File: src/design/corePkg.sv
`default_nettype none

package corePkg;

    localparam int dataWidth = 64;
    localparam int regAddrWidth = 5;
    localparam int instWidth = 32;

    // **************************************************
    // encodings
    // **************************************************
    typedef enum logic [6:0] {
        opReg    = 7'b0110011,
        opImm    = 7'b0010011,
        opLoad   = 7'b0000011,
        opStore  = 7'b0100011,
        opBranch = 7'b1100011,
        opJal    = 7'b1101111
    } opcodeE;

    typedef enum logic [2:0] {aluAdd, aluSub, aluAnd, aluOr, aluXor} aluOpE;
    typedef enum logic {aSelReg, aSelPc} aSelE;
    typedef enum logic {bSelReg, bSelImm} bSelE;
    typedef enum logic [1:0] {wbAlu, wbMem, wbPcPlus4} wbSelE;
    typedef enum logic [1:0] {fwdNone, fwdMemAlu, fwdMemLoad, fwdWb} fwdSelE;

    // **************************************************
    // pipeline registers
    // **************************************************
    typedef struct packed {
        logic weReg;
        logic weMem;
        logic reMem;
        logic isBranch;
        logic isJump;
        logic branchNe;  // bne when set, beq otherwise
        aluOpE aluOp;
        aSelE aSel;
        bSelE bSel;
        wbSelE wbSel;
    } ctrlT;

    typedef struct packed {
        logic valid;
        logic [dataWidth-1:0] pc;
        ctrlT ctrl;
        logic [regAddrWidth-1:0] rs1;
        logic [regAddrWidth-1:0] rs2;
        logic [regAddrWidth-1:0] rd;
        logic [dataWidth-1:0] rs1Val;
        logic [dataWidth-1:0] rs2Val;
        logic [dataWidth-1:0] imm;
    } idExT;

    typedef struct packed {
        logic valid;
        logic [dataWidth-1:0] pc;  // kept for the link value of jal
        logic weReg;
        logic weMem;
        logic reMem;
        wbSelE wbSel;
        logic [regAddrWidth-1:0] rd;
        logic [dataWidth-1:0] aluResult;
        logic [dataWidth-1:0] storeData;
    } exMemT;

    typedef struct packed {
        logic valid;
        logic weReg;
        logic [regAddrWidth-1:0] rd;
        logic [dataWidth-1:0] data;
    } memWbT;

endpackage

`default_nettype wire
File: src/design/core.sv
`timescale 1ns/1ps
`default_nettype none

module core import corePkg::*; #(
    parameter logic [dataWidth-1:0] resetVector = '0
) (
    input  wire                   clk,
    input  wire                   rstN,
    output logic [dataWidth-1:0]  pc,
    input  wire  [instWidth-1:0]  inst,
    output logic [dataWidth-1:0]  address,
    output logic                  weMem,
    output logic [dataWidth-1:0]  wdataMem,
    output logic                  reMem,
    input  wire  [dataWidth-1:0]  rdataMem,
    input  wire                   ifStall,
    input  wire                   memStall
);

    logic [dataWidth-1:0] idPc;
    logic [instWidth-1:0] idInst;
    logic idValid;
    idExT idEx;
    exMemT exMem;
    memWbT wb;
    logic [dataWidth-1:0] loadData;
    logic redirect;
    logic [dataWidth-1:0] redirectPc;
    logic pcStall;
    logic ifIdStall;
    logic ifIdFlush;
    logic idExStall;
    logic idExFlush;
    logic exMemStall;
    logic memWbFlush;

    fetchStage #(.resetVector(resetVector)) fetch (
        .clk(clk), .rstN(rstN), .pcStall(pcStall), .ifIdStall(ifIdStall),
        .ifIdFlush(ifIdFlush), .redirect(redirect), .redirectPc(redirectPc),
        .inst(inst), .pc(pc), .idPc(idPc), .idInst(idInst), .idValid(idValid)
    );

    decodeStage decode (
        .clk(clk), .rstN(rstN), .idPc(idPc), .idInst(idInst), .idValid(idValid),
        .idExStall(idExStall), .idExFlush(idExFlush), .wb(wb), .idEx(idEx)
    );

    executeStage execute (
        .clk(clk), .rstN(rstN), .idEx(idEx), .memStage(exMem), .loadData(loadData),
        .wb(wb), .exMemStall(exMemStall), .exMem(exMem), .redirect(redirect),
        .redirectPc(redirectPc)
    );

    memoryStage memory (
        .clk(clk), .rstN(rstN), .exMem(exMem), .memWbFlush(memWbFlush),
        .rdataMem(rdataMem), .address(address), .wdataMem(wdataMem), .weMem(weMem),
        .reMem(reMem), .loadData(loadData), .wb(wb)
    );

    hazardControl hazard (
        .ifStall(ifStall), .memStall(memStall), .redirect(redirect),
        .pcStall(pcStall), .ifIdStall(ifIdStall), .ifIdFlush(ifIdFlush),
        .idExStall(idExStall), .idExFlush(idExFlush), .exMemStall(exMemStall),
        .memWbFlush(memWbFlush)
    );

endmodule

`default_nettype wire

File: src/design/hazardControl.sv
`timescale 1ns/1ps
`default_nettype none

module hazardControl (
    input  wire   ifStall,
    input  wire   memStall,
    input  wire   redirect,
    output logic  pcStall,
    output logic  ifIdStall,
    output logic  ifIdFlush,
    output logic  idExStall,
    output logic  idExFlush,
    output logic  exMemStall,
    output logic  memWbFlush
);

    // a pending redirect still moves pc while fetch is stalled
    assign pcStall = memStall | (ifStall & ~redirect);
    assign ifIdStall = memStall;
    assign ifIdFlush = ~memStall & (ifStall | redirect);
    assign idExStall = memStall;
    assign idExFlush = ~memStall & redirect;  // branch is held in execute during the stall
    assign exMemStall = memStall;
    assign memWbFlush = memStall;

endmodule

`default_nettype wire

File: src/design/memoryStage.sv
`timescale 1ns/1ps
`default_nettype none

module memoryStage import corePkg::*; (
    input  wire                   clk,
    input  wire                   rstN,
    input  wire exMemT            exMem,
    input  wire                   memWbFlush,
    input  wire  [dataWidth-1:0]  rdataMem,
    output logic [dataWidth-1:0]  address,
    output logic [dataWidth-1:0]  wdataMem,
    output logic                  weMem,
    output logic                  reMem,
    output logic [dataWidth-1:0]  loadData,
    output memWbT                 wb
);

    memWbT wbNext;

    assign address = exMem.aluResult;
    assign wdataMem = exMem.storeData;
    assign weMem = exMem.valid & exMem.weMem;  // held high through a memory stall
    assign reMem = exMem.valid & exMem.reMem;
    assign loadData = rdataMem;

    always_comb begin
        wbNext.valid = exMem.valid;
        wbNext.weReg = exMem.valid & exMem.weReg;
        wbNext.rd = exMem.rd;
        case (exMem.wbSel)
            wbMem: wbNext.data = rdataMem;
            wbPcPlus4: wbNext.data = exMem.pc + dataWidth'(4);
            default: wbNext.data = exMem.aluResult;
        endcase
    end

    always_ff @(posedge clk) begin
        if (!rstN || memWbFlush) begin
            wb.valid <= 1'b0;
            wb.weReg <= 1'b0;
        end else begin
            wb <= wbNext;
        end
    end

    assert property (@(posedge clk) !(weMem && reMem));

endmodule

`default_nettype wire

File: src/design/executeStage.sv
`timescale 1ns/1ps
`default_nettype none

module executeStage import corePkg::*; (
    input  wire                  clk,
    input  wire                  rstN,
    input  wire idExT            idEx,
    input  wire exMemT           memStage,
    input  wire [dataWidth-1:0]  loadData,
    input  wire memWbT           wb,
    input  wire                  exMemStall,
    output exMemT                exMem,
    output logic                 redirect,
    output logic [dataWidth-1:0] redirectPc
);

    fwdSelE rs1Sel;
    fwdSelE rs2Sel;
    logic [dataWidth-1:0] memAluVal;
    logic [dataWidth-1:0] rs1Val;
    logic [dataWidth-1:0] rs2Val;
    logic [dataWidth-1:0] aluA;
    logic [dataWidth-1:0] aluB;
    logic [dataWidth-1:0] aluResult;
    exMemT exMemNext;

    function automatic fwdSelE pickSource(input logic [regAddrWidth-1:0] rs);
        if (rs == '0) return fwdNone;
        if (memStage.valid && memStage.weReg && memStage.rd == rs) begin
            return (memStage.wbSel == wbMem) ? fwdMemLoad : fwdMemAlu;
        end
        if (wb.valid && wb.weReg && wb.rd == rs) return fwdWb;
        return fwdNone;
    endfunction

    function automatic logic [dataWidth-1:0] forward(input fwdSelE sel,
                                                     input logic [dataWidth-1:0] regVal);
        case (sel)
            fwdMemAlu: return memAluVal;
            fwdMemLoad: return loadData;
            fwdWb: return wb.data;
            default: return regVal;
        endcase
    endfunction

    // **************************************************
    // operand forwarding
    // **************************************************
    always_comb begin
        // a jal in memory forwards its link value
        memAluVal = (memStage.wbSel == wbPcPlus4) ? memStage.pc + dataWidth'(4)
                                                  : memStage.aluResult;
        rs1Sel = pickSource(idEx.rs1);
        rs2Sel = pickSource(idEx.rs2);
        rs1Val = forward(rs1Sel, idEx.rs1Val);
        rs2Val = forward(rs2Sel, idEx.rs2Val);
    end

    assign aluA = (idEx.ctrl.aSel == aSelPc) ? idEx.pc : rs1Val;
    assign aluB = (idEx.ctrl.bSel == bSelImm) ? idEx.imm : rs2Val;

    always_comb begin
        case (idEx.ctrl.aluOp)
            aluSub: aluResult = aluA - aluB;
            aluAnd: aluResult = aluA & aluB;
            aluOr: aluResult = aluA | aluB;
            aluXor: aluResult = aluA ^ aluB;
            default: aluResult = aluA + aluB;
        endcase
    end

    // ctrl is cleared for bubbles, so only real instructions redirect
    assign redirect = idEx.ctrl.isJump
                      || (idEx.ctrl.isBranch && ((rs1Val == rs2Val) ^ idEx.ctrl.branchNe));
    assign redirectPc = aluResult;  // pc plus the immediate for branches and jal

    always_comb begin
        exMemNext.valid = idEx.valid;
        exMemNext.pc = idEx.pc;
        exMemNext.weReg = idEx.ctrl.weReg;
        exMemNext.weMem = idEx.ctrl.weMem;
        exMemNext.reMem = idEx.ctrl.reMem;
        exMemNext.wbSel = idEx.ctrl.wbSel;
        exMemNext.rd = idEx.rd;
        exMemNext.aluResult = aluResult;
        exMemNext.storeData = rs2Val;
    end

    always_ff @(posedge clk) begin
        if (!rstN) begin
            exMem.valid <= 1'b0;
            exMem.weReg <= 1'b0;
            exMem.weMem <= 1'b0;
            exMem.reMem <= 1'b0;
        end else if (!exMemStall) begin
            exMem <= exMemNext;
        end
    end

    assert property (@(posedge clk) redirect |-> idEx.valid);

endmodule

`default_nettype wire

File: src/design/decodeStage.sv
`timescale 1ns/1ps
`default_nettype none

module decodeStage import corePkg::*; (
    input  wire                  clk,
    input  wire                  rstN,
    input  wire [dataWidth-1:0]  idPc,
    input  wire [instWidth-1:0]  idInst,
    input  wire                  idValid,
    input  wire                  idExStall,
    input  wire                  idExFlush,
    input  wire memWbT           wb,
    output idExT                 idEx
);

    logic [dataWidth-1:0] regFile [1:31];  // x0 has no storage
    opcodeE opcode;
    ctrlT ctrl;
    logic known;
    logic wbWrite;
    logic [regAddrWidth-1:0] rs1;
    logic [regAddrWidth-1:0] rs2;
    logic [dataWidth-1:0] imm;
    idExT idExNext;

    assign opcode = opcodeE'(idInst[6:0]);
    assign rs1 = idInst[19:15];
    assign rs2 = idInst[24:20];
    assign wbWrite = wb.weReg && (wb.rd != '0);

    function automatic logic [dataWidth-1:0] readReg(input logic [regAddrWidth-1:0] idx);
        if (idx == '0) return '0;
        if (wbWrite && wb.rd == idx) return wb.data;  // same-cycle write wins
        return regFile[idx];
    endfunction

    // **************************************************
    // decoder and immediate
    // **************************************************
    always_comb begin
        ctrl = '0;
        known = 1'b1;
        imm = {{(dataWidth-12){idInst[31]}}, idInst[31:20]};
        case (opcode)
            opReg: begin
                ctrl.weReg = 1'b1;
                case (idInst[14:12])
                    3'b000: ctrl.aluOp = idInst[30] ? aluSub : aluAdd;
                    3'b100: ctrl.aluOp = aluXor;
                    3'b110: ctrl.aluOp = aluOr;
                    3'b111: ctrl.aluOp = aluAnd;
                    default: known = 1'b0;
                endcase
            end
            opImm: begin
                ctrl.weReg = 1'b1;
                ctrl.bSel = bSelImm;
                known = (idInst[14:12] == 3'b000);  // addi only
            end
            opLoad: begin
                ctrl.weReg = 1'b1;
                ctrl.reMem = 1'b1;
                ctrl.bSel = bSelImm;
                ctrl.wbSel = wbMem;
                known = (idInst[14:12] == 3'b011);
            end
            opStore: begin
                ctrl.weMem = 1'b1;
                ctrl.bSel = bSelImm;
                imm = {{(dataWidth-12){idInst[31]}}, idInst[31:25], idInst[11:7]};
                known = (idInst[14:12] == 3'b011);
            end
            opBranch: begin
                ctrl.isBranch = 1'b1;
                ctrl.branchNe = idInst[12];
                ctrl.aSel = aSelPc;  // the alu forms the branch target
                ctrl.bSel = bSelImm;
                imm = {{(dataWidth-12){idInst[31]}}, idInst[7], idInst[30:25],
                       idInst[11:8], 1'b0};
                known = (idInst[14:13] == 2'b00);
            end
            opJal: begin
                ctrl.isJump = 1'b1;
                ctrl.weReg = 1'b1;
                ctrl.aSel = aSelPc;
                ctrl.bSel = bSelImm;
                ctrl.wbSel = wbPcPlus4;
                imm = {{(dataWidth-20){idInst[31]}}, idInst[19:12], idInst[20],
                       idInst[30:21], 1'b0};
            end
            default: known = 1'b0;
        endcase
    end

    always_comb begin
        idExNext.valid = idValid && known;
        idExNext.ctrl = idExNext.valid ? ctrl : '0;  // unknown words leave as bubbles
        idExNext.pc = idPc;
        idExNext.rs1 = rs1;
        idExNext.rs2 = rs2;
        idExNext.rd = idInst[11:7];
        idExNext.rs1Val = readReg(rs1);
        idExNext.rs2Val = readReg(rs2);
        idExNext.imm = imm;
    end

    always_ff @(posedge clk) begin
        if (wbWrite) begin
            regFile[wb.rd] <= wb.data;
        end
    end

    // **************************************************
    // ID/EX register
    // **************************************************
    always_ff @(posedge clk) begin
        if (!rstN || idExFlush) begin
            idEx.valid <= 1'b0;
            idEx.ctrl <= '0;
        end else if (idExStall) begin
            // writeback leaves during a stall and the held operands take its result
            if (wbWrite && wb.rd == idEx.rs1) begin
                idEx.rs1Val <= wb.data;
            end
            if (wbWrite && wb.rd == idEx.rs2) begin
                idEx.rs2Val <= wb.data;
            end
        end else begin
            idEx <= idExNext;
        end
    end

endmodule

`default_nettype wire

File: src/design/fetchStage.sv
`timescale 1ns/1ps
`default_nettype none

module fetchStage import corePkg::*; #(
    parameter logic [dataWidth-1:0] resetVector = '0
) (
    input  wire                   clk,
    input  wire                   rstN,
    input  wire                   pcStall,
    input  wire                   ifIdStall,
    input  wire                   ifIdFlush,
    input  wire                   redirect,
    input  wire  [dataWidth-1:0]  redirectPc,
    input  wire  [instWidth-1:0]  inst,
    output logic [dataWidth-1:0]  pc,
    output logic [dataWidth-1:0]  idPc,
    output logic [instWidth-1:0]  idInst,
    output logic                  idValid
);

    always_ff @(posedge clk) begin
        if (!rstN) begin
            pc <= resetVector;
        end else if (!pcStall) begin
            pc <= redirect ? redirectPc : pc + dataWidth'(4);  // redirect comes from execute
        end
    end

    always_ff @(posedge clk) begin
        if (!rstN || ifIdFlush) begin
            idValid <= 1'b0;
        end else if (!ifIdStall) begin
            idValid <= 1'b1;
            idPc <= pc;
            idInst <= inst;  // memory answers in the same cycle
        end
    end

    // execute is empty during reset, so no redirect can be taken then
    assert property (@(posedge clk) (!rstN && !pcStall) |-> !redirect);

endmodule

`default_nettype wire

File: config.mk
export PLATFORM = sky130hd
export DESIGN_NAME = core
export DESIGN_NICKNAME = d
export VERILOG_FILES = /design/src/design/corePkg.sv /design/src/design/core.sv /design/src/design/hazardControl.sv /design/src/design/memoryStage.sv /design/src/design/executeStage.sv /design/src/design/decodeStage.sv /design/src/design/fetchStage.sv
export SDC_FILE = /design/constraint.sdc
export NUM_CORES = 2
export LEC_CHECK = 0
export ABC_CLOCK_PERIOD_IN_PS = 13600
export BUFFER_PORTS_ARGS = -buffer_cell sky130_fd_sc_hd__buf_2
export CAP_MARGIN = 10
export CORE_MARGIN = 2
export CORE_UTILIZATION = 50
export CTS_CLUSTER_SIZE = 28
export DETAILED_ROUTE_END_ITERATION = 8
export HOLD_SLACK_MARGIN = 0.06
export PLACE_DENSITY = 0.66
export SYNTH_ARGS = -nofsm -noshare
export SYNTH_HDL_FRONTEND = slang
export SYNTH_HIERARCHICAL = 1
export SYNTH_SLANG_ARGS = --single-unit
File: constraint.sdc
create_clock -name clk -period 13.6 [get_ports clk]
set_clock_uncertainty 0.15 [all_clocks]
set_input_delay 0 -clock clk [delete_from_list [all_inputs] [get_ports clk]]
set_output_delay 0 -clock clk [all_outputs]
set_load 0.01 [all_outputs]
After elaboration in Yosys (flattened, before gate mapping)
Memories as Yosys holds them, arrays and structs flattened. A register that Yosys moved wholly into a read port is not among the register bits.
Index checks and enable logic that the tools add are counted.
W data, S select, Z words.
{ "op_classes": {"bitwise_logic": 16, "eq_ne": 31, "n_reduce_logical": 35, "n_mux": 70, "add_sub_neg": 4} }
{ "op_table": {"columns": ["operator", "n"], "rows": [
  ["$mux W64", 14],
  ["$pmux W64 S3", 2],
  ["$pmux W64 S4", 1],
  ["$add A64 B3 Y64 const B", 2],
  ["$mux W128", 1],
  ["$pmux W64 S2", 1],
  ["$add A64 B64 Y64", 1],
  ["$and A64 B64 Y64", 1],
  ["$eq A64 B64 Y1", 1],
  ["$or A64 B64 Y64", 1],
  ["$sub A64 B64 Y64", 1],
  ["$xor A64 B64 Y64", 1],
  ["$pmux W20 S3", 1],
  ["$eq A5 B5 Y1", 6],
  ["$mux W1", 30],
  ["$mux W2", 13],
  ["$logic_not A5 Y1", 4],
  ["$eq A7 B6 Y1 const B", 2],
  ["$eq A7 B7 Y1 const B", 2],
  ["$logic_and A1 B1 Y1", 13],
  ["$mux W13", 1],
  ["$eq A3 B3 Y1 const B", 4],
  ["$pmux W3 S4", 1],
  ["$eq A2 B2 Y1 const B", 5],
  ["other kinds (23)", 47]
]} }
{ "totals": {"inputBits": 100, "out_inout_bits": 194, "elab_cells": 192, "ram_bits": 1984, "reg_bits": 677, "mem_count": 1} }
{ "memory_table": {"columns": ["memory", "words", "word_bits", "rd", "rd_clocked_by_memory_dff", "wr", "line_no", "source"], "rows": [
  ["decode.regFile", 31, 64, 2, 2, 1, "decodeStage.sv:16", "logic [dataWidth-1:0] regFile [1:31];"]
]} }

Logic depth before layout (Yosys ltp)
{ "depth": {"depth_word": 21, "ltp_mapped": 35, "ltp_nobuf": 31} }

By module
Netlist, hierarchy kept.
{ "by_module_without_submodules": {"columns": ["mod", "area_each_um2", "cells_each", "seq_area_each_um2", "n_inst"], "rows": [
  ["decodeStage", 99925.8, 5075, 66684.0, 1],
  ["executeStage", 24349.6, 2971, 6055.8, 1],
  ["fetchStage", 7098.1, 676, 4184.0, 1],
  ["memoryStage", 5938.2, 631, 2112.0, 1],
  ["hazardControl", 52.6, 9, 0.0, 1]
]} }

Worst setup path after synthesis
Ideal clock, no wire load.
{ "synth_timing": {"kind": "reg-to-reg", "from": "reg execute/exMem[140] (netlist name)", "to": "reg decode/idEx[216] (netlist name)", "path_buffers": 1, "synth_period_minus_slack_ns": 10.563, "t_required_ns": 13.338, "slack_ns": 3.037, "arrival_ns": 10.300, "setup_ns": 0.112, "path_stages_with_launch": 22, "path_cell_list": "edfxtp_1 -> ha_1 -> nand4_2 -> or4_4 -> buf_6 -> or4_1 -> nor3b_1 -> nor3_1 -> or3_1 -> a31oi_1 -> xnor2_1 -> o2111ai_1 -> or4_1 -> nor4_1 -> xor2_1 -> a21o_1 -> inv_1 -> nor2_1 -> nand2b_1 -> nor2_1 -> o2111ai_1 -> o31ai_1"} }
{ "synth_between": {"elab_chain_len": 9, "word_cells_on_any_way": 10, "classes_between": "add/sub (1); eq/ne (1); mux (3); bitwise (2); reduce/logical (3)"} }
{ "synth_rtl": {"columns": ["item", "line_no", "source"], "rows": [
  ["$add A64 B3 Y64", "executeStage.sv:51", "memAluVal = (memStage.wbSel == wbPcPlus4) ? memStage.pc + dataWidth'(4)"],
  ["$mux W64", "executeStage.sv:51", null],
  ["$pmux W64 S3", "executeStage.sv:38", "case (sel)"],
  ["named net execute.rs2Val[62]", "executeStage.sv:21", "logic [dataWidth-1:0] rs2Val;"],
  ["$eq A64 B64 Y1", "executeStage.sv:74", "|| (idEx.ctrl.isBranch && ((rs1Val == rs2Val) ^ idEx.ctrl.branchNe));"],
  ["$xor A1 B1 Y1", "executeStage.sv:74", null],
  ["$logic_and A1 B1 Y1", "executeStage.sv:74", null],
  ["$logic_or A1 B1 Y1", "executeStage.sv:74", null],
  ["named net redirect", "core.sv:27", "logic redirect;"],
  ["$and A1 B1 Y1", "hazardControl.sv:22", "assign idExFlush = ~memStall & redirect;"],
  ["named net idExFlush", "core.sv:33", "logic idExFlush;"],
  ["$logic_or A1 B1 Y1", "decodeStage.sv:117", "if (!rstN || idExFlush) begin"]
]} }
The timed path passes the listed nets, and every way through them passes these cells.
A chain may end at the register's enable or synchronous reset.

Worst setup path after layout
{ "layout_timing": {"from": "reg decode/idEx[204] (netlist name)", "to": "reg fetch.idPc[58], enable pin"} }
{ "layout_between": {"elab_chain_len": 19, "word_cells_on_any_way": 29, "classes_between": "eq/ne (6); mux (12); bitwise (4); reduce/logical (7)"} }
{ "layout_rtl": {"columns": ["item", "line_no", "source"], "rows": [
  ["$eq A5 B5 Y1", "executeStage.sv:32", "if (wb.valid && wb.weReg && wb.rd == rs) return fwdWb;"],
  ["$logic_and A1 B1 Y1", "executeStage.sv:32", null],
  ["$mux W1 (2 in series)", "executeStage.sv:32", null],
  ["$mux W1", "executeStage.sv:29", "if (memStage.valid && memStage.weReg && memStage.rd == rs) begin"],
  ["$mux W2", "executeStage.sv:33", "return fwdNone;"],
  ["$mux W2", "executeStage.sv:32", null],
  ["$mux W2 (*)", "executeStage.sv:29", null],
  ["$eq A2 B2 Y1 / $eq A2 B1 Y1 (equally long branches)", "executeStage.sv:38", null],
  ["[... 4 more ...]", null, null],
  ["$logic_or A1 B1 Y1 (*)", "executeStage.sv:74", null],
  ["named net redirect", "core.sv:27", null],
  ["$or A1 B1 Y1 (*)", "hazardControl.sv:20", "assign ifIdFlush = ~memStall & (ifStall | redirect);"],
  ["$and A1 B1 Y1 (*)", "hazardControl.sv:20", null],
  ["named net ifIdFlush", "core.sv:31", "logic ifIdFlush;"],
  ["$logic_or A1 B1 Y1 (*)", "fetchStage.sv:30", "if (!rstN || ifIdFlush) begin"],
  ["$not A1 Y1 (no line) (*)", null, null],
  ["$reduce_and A2 Y1 (no line) (*)", null, null],
  ["to (signal assigned)", "fetchStage.sv:34", "idPc <= pc;"],
  ["to (decl)", "fetchStage.sv:16", "output logic [dataWidth-1:0] idPc,"]
]} }
Mark *: on every way through the listed nets, which the timed path passes. The rest lies on a longest branch. The select of a mux whose other input is x is not followed.

==> key figures <==
Status
  – Status: finished, final reports clean

Worst setup path
  – Worst path cell trace: xnor2_1 -> nand4_1 -> or2_2 -> a21oi_4 -> buf_4 -> mux2i_1 -> o21ai_0 -> xnor2_1 -> nand4_1 -> nor4_1 -> nand4_1 -> nor4_1 -> xor2_1 -> a21o_2 -> buf_12 -> nor2_1 -> nor2_1 -> dlygate4sd3_1 -> nand2b_1 -> dlygate4sd3_1 -> nor2_4 -> buf_12
  – Crit Path Category: flop to flop
  – Reg2Reg Setup Slack: approximately 3.9 ns
  – WP data required: between 10 and 15 ns
  – Critical path's top delay family: simple AND/OR/NAND/NOR gates
  – Crit-path max cell delay: a little over 0.9 ns
  – Crit. Startpoint: decode/idEx[204]
  – Worst EP arrival: slightly above 10 ns
  – CP max stage cell: xnor2_1
  – WP buf/inv: 5
  – Worst Setup Start Kind: flop
  – R2r startpoint: decode/idEx[204]
  – CP Max Fanout: 91
  – Crit end category: flop
  – Crit path top cell by count: nand4_1

Hold path
  – Worst min-delay path category: primary input to flop
  – Hold Crit Start: memStall

STA
  – Fin worst setup slack: around 3.9 ns
  – Worst hold slack: around 0.14 ns
  – Final Slew Violations: 0
  – Final TNS setup: 0 ns
  – RSZ-0062 raised after global routing: no
  – Slew headroom: 0.0392
  – Final Hold Viols: 0
  – FMAX: ~0.1 GHz
  – Final period util: 0.714
  – Endpoints failing setup: 0
  – Fin crit period: between 9 and 10 ns
  – Slew at the pin closest to its max-slew limit: ~1.4 ns

Yosys
  – Mapped Avg Cell Area: about 15 um2
  – Synth Area in Simple Gates: 0.0667
  – Asr flop ratio synth: 0
  – #FFs+latches synth: ~2700
  – Compound-Gate Fraction of Synth Area: 0.101
  – Syn nets: about 9700
  – XOR/XNOR share of the synthesized area: 0.0189
  – Register area share after synthesis: 0.575
  – Synth Instances: ~9400
  – Library cells used by synthesis: around 120
  – Synth Area in Adders: 0.0194
  – Mapped cell area: about 140000 um2
  – Post-synth EDFFs: approximately 2600
  – Yosys Warn Count: 6
  – Main combinational cell family by area after synthesis: multiplexers
  – Ys flop type: edfxtp_1
  – Multiplexer area fraction after synthesis: 0.177

GRT
  – Congestion Overflow GR: 0
  – Number of global-route vias before repair: slightly above 90000
  – Total track usage: 0.403
  – Pin count of the biggest net entering global routing: around 130
  – Initial antenna violation count: 64
  – First-pass GRT wire length: just under 800000 um

Final layout
  – Synthesis-to-layout area growth: 11.6%
  – Leading cell type in the layout, fill and taps excluded: edfxtp_1
  – Commonest cells after routing, fill and taps aside: edfxtp_1 (2576), mux4_2 (923), nor2_1 (469)
  – Utilization after layout: 0.561
  – Share of layout cells above drive strength 1: 0.231
  – Fill count: ~21000
  – Fin cells: between 10000 and 15000
  – Final nets: about 9900

Route
  – 1st-iter DRT viols: approximately 18000
  – DR vias: between 90000 and 100k
  – Post-Route WL: around 570000 um
  – Drt via density: 7.39
  – WL/cell: approximately 43 um
  – Routed Antenna Nets: 0
  – DRC violations left: 0
  – DRT Pass-1 Iters: 7

Pwr
  – Clk network pwr share: 0.411
  – Net Switching: a little over 5 mW
  – Cell internal pwr: 14.4 mW
  – Cell leakage power: 50.7 nW
  – Gate power share: 0.111
  – Flop pwr share: 0.478
  – P per Cell Area: 127 nW/um2
  – Switching Share: 0.259
  – Peak supply drop: 0.0000944 V

Clock tree
  – Clk pin slew, worst setup/hold paths: 0.06 ns
  – Post-cts repair resize count: 0
  – CTS H-tree lvls: 5
  – CTS buffer count: 299
  – CTS sink cnt: ~2700
  – CTS Buffer Depth: 4
  – CTS root buf: clkbuf_16
  – CTS tree: yes
  – Worst skew pair latency: 0.94 ns

Placement
  – Routability Congestion: 1.02
  – Placed Instances: ~13000
  – Port bufs: ~300
  – Dpl ws: around 4.2 ns
  – DPL Wire Length: 367000 um

Floorplan
  – Floorplan Core Area: 273000 um2
  – Die Y-Extent: roughly 530 um
  – DIE AREA: between 200000 and 300000 um2
  – IO Count: between 200 and 300
  – # rows: 192
  – Horiz. Die Dim: ~530 um
  – Starting Density: 0.502

Job
  – Maxcap violations: 0
==> path summary, 6_finish.rpt <==
check,cells past startpoint,end
hold / removal,5,decode/idEx[212]
setup reg to reg,22,fetch/idPc[58]
hold reg to reg,0,decode/idEx[230]
setup / recovery,22,fetch/idPc[58]
==> kinds of logic after synthesis <==
logic type	Yosys count
AO/OA/AOI/OAI	1989
AND/OR/NAND/NOR	1819
buffers and inverters	1119
flip-flops	2660
adder cells (fa/ha/maj)	212
multiplexers	1267
XOR/XNOR	296
==> through the flow <==
step	total power [mW]	cell area, um2
floorplan	10.6	137000
global placement	11.4	142000
detailed placement	11.4	142000
CTS	19.3	153000
global route	19.8	153000
finish	19.4	153000
==> timing repair <==
item                                   CTS  global route
hold buffers                           183             0
endpoints found under the hold margin  325             0
buffers inserted                         0             0
==> worst reg2reg max path: cells and delay by family (launching register included) <==
| kind | cells | cell delay [ns] |
|---|---|---|
| muxes | 1 | 0.39 |
| xor gates and xnor gates | 3 | 1.26 |
| buffers and inverters | 5 | 2.35 |
| DFF | 1 | 0.47 |
| and+or+nand+nor | 10 | 3.70 |
| AOI/OAI and AO/OA | 3 | 0.86 |
==> cell usage after synthesis, types with 57 or more instances <==
| library cell | instances | share of area |
|---|---|---|
| a221o_1 | 65 | 0.0047 |
| inv_1 | 215 | 0.0059 |
| xnor2_1 | 203 | 0.013 |
| xor2_1 | 93 | 0.0059 |
| nand2_1 | 452 | 0.012 |
| nand3_1 | 176 | 0.0064 |
| a31oi_1 | 75 | 0.0034 |
| dfxtp_1 | 84 | 0.012 |
| mux2i_1 | 245 | 0.018 |
| nor2_1 | 512 | 0.014 |
| ha_1 | 211 | 0.019 |
| a22oi_1 | 278 | 0.015 |
| clkbuf_1 | 370 | 0.010 |
| buf_1 | 63 | 0.0017 |
| a21o_1 | 57 | 0.0031 |
| a22o_1 | 75 | 0.0048 |
| o211ai_1 | 58 | 0.0032 |
| o22ai_1 | 127 | 0.0058 |
| buf_4 | 281 | 0.015 |
| nor3_1 | 86 | 0.0031 |
| mux2_2 | 96 | 0.0079 |
| a21oi_1 | 362 | 0.013 |
| nor4_1 | 85 | 0.0039 |
| and3_1 | 87 | 0.0040 |
| nand4_1 | 86 | 0.0039 |
| edfxtp_1 | 2576 | 0.56 |
| buf_2 | 149 | 0.0054 |
| mux4_2 | 923 | 0.15 |
| o21ai_0 | 296 | 0.011 |
| a211oi_1 | 190 | 0.010 |
==> registers in the layout, summed over array words and instances (netlist names) <==
register and count:
decode/idEx 241, decode/regFile 1984, execute/exMem 203, fetch/idInst 32, fetch/idPc 64, fetch/idValid 1, fetch/pc 64, memory/wb 71
==> area by class of cell <==
type	instances	area (um2)	share of cell area
clock buffer	362	7890	0.0515
tap	3589	4490	0.0293
timing repair buffer	798	6220	0.0406
multi-input combinational	5583	53200	0.347
clock inverter	162	1520	0.00994
antenna	39	97.6	0.000637
sequential	2660	79000	0.516
inverter	219	822	0.00536
==> metal layers <==
metal  vias up  wire, um  global-route usage
met5         -       181                   0
met4        26     39800               0.234
met3      1704     82700               0.123
met2      8416    246000               0.583
met1     50800    205000               0.540
li1      38200         -                   -
==> power groups by stage <==
| stage | registers [mW] | clock network, mW | logic [mW] |
|---|---|---|---|
| after detailed placement | 9.45 | 0 | 1.98 |
| after global placement | 9.45 | 0 | 1.97 |
| after CTS | 9.28 | 8.02 | 2.04 |
| final | 9.28 | 7.98 | 2.14 |
| after global routing | 9.27 | 8.32 | 2.20 |
| after floorplan | 9.38 | 0 | 1.25 |
Note: power is estimated with default switching activity, not from simulation.
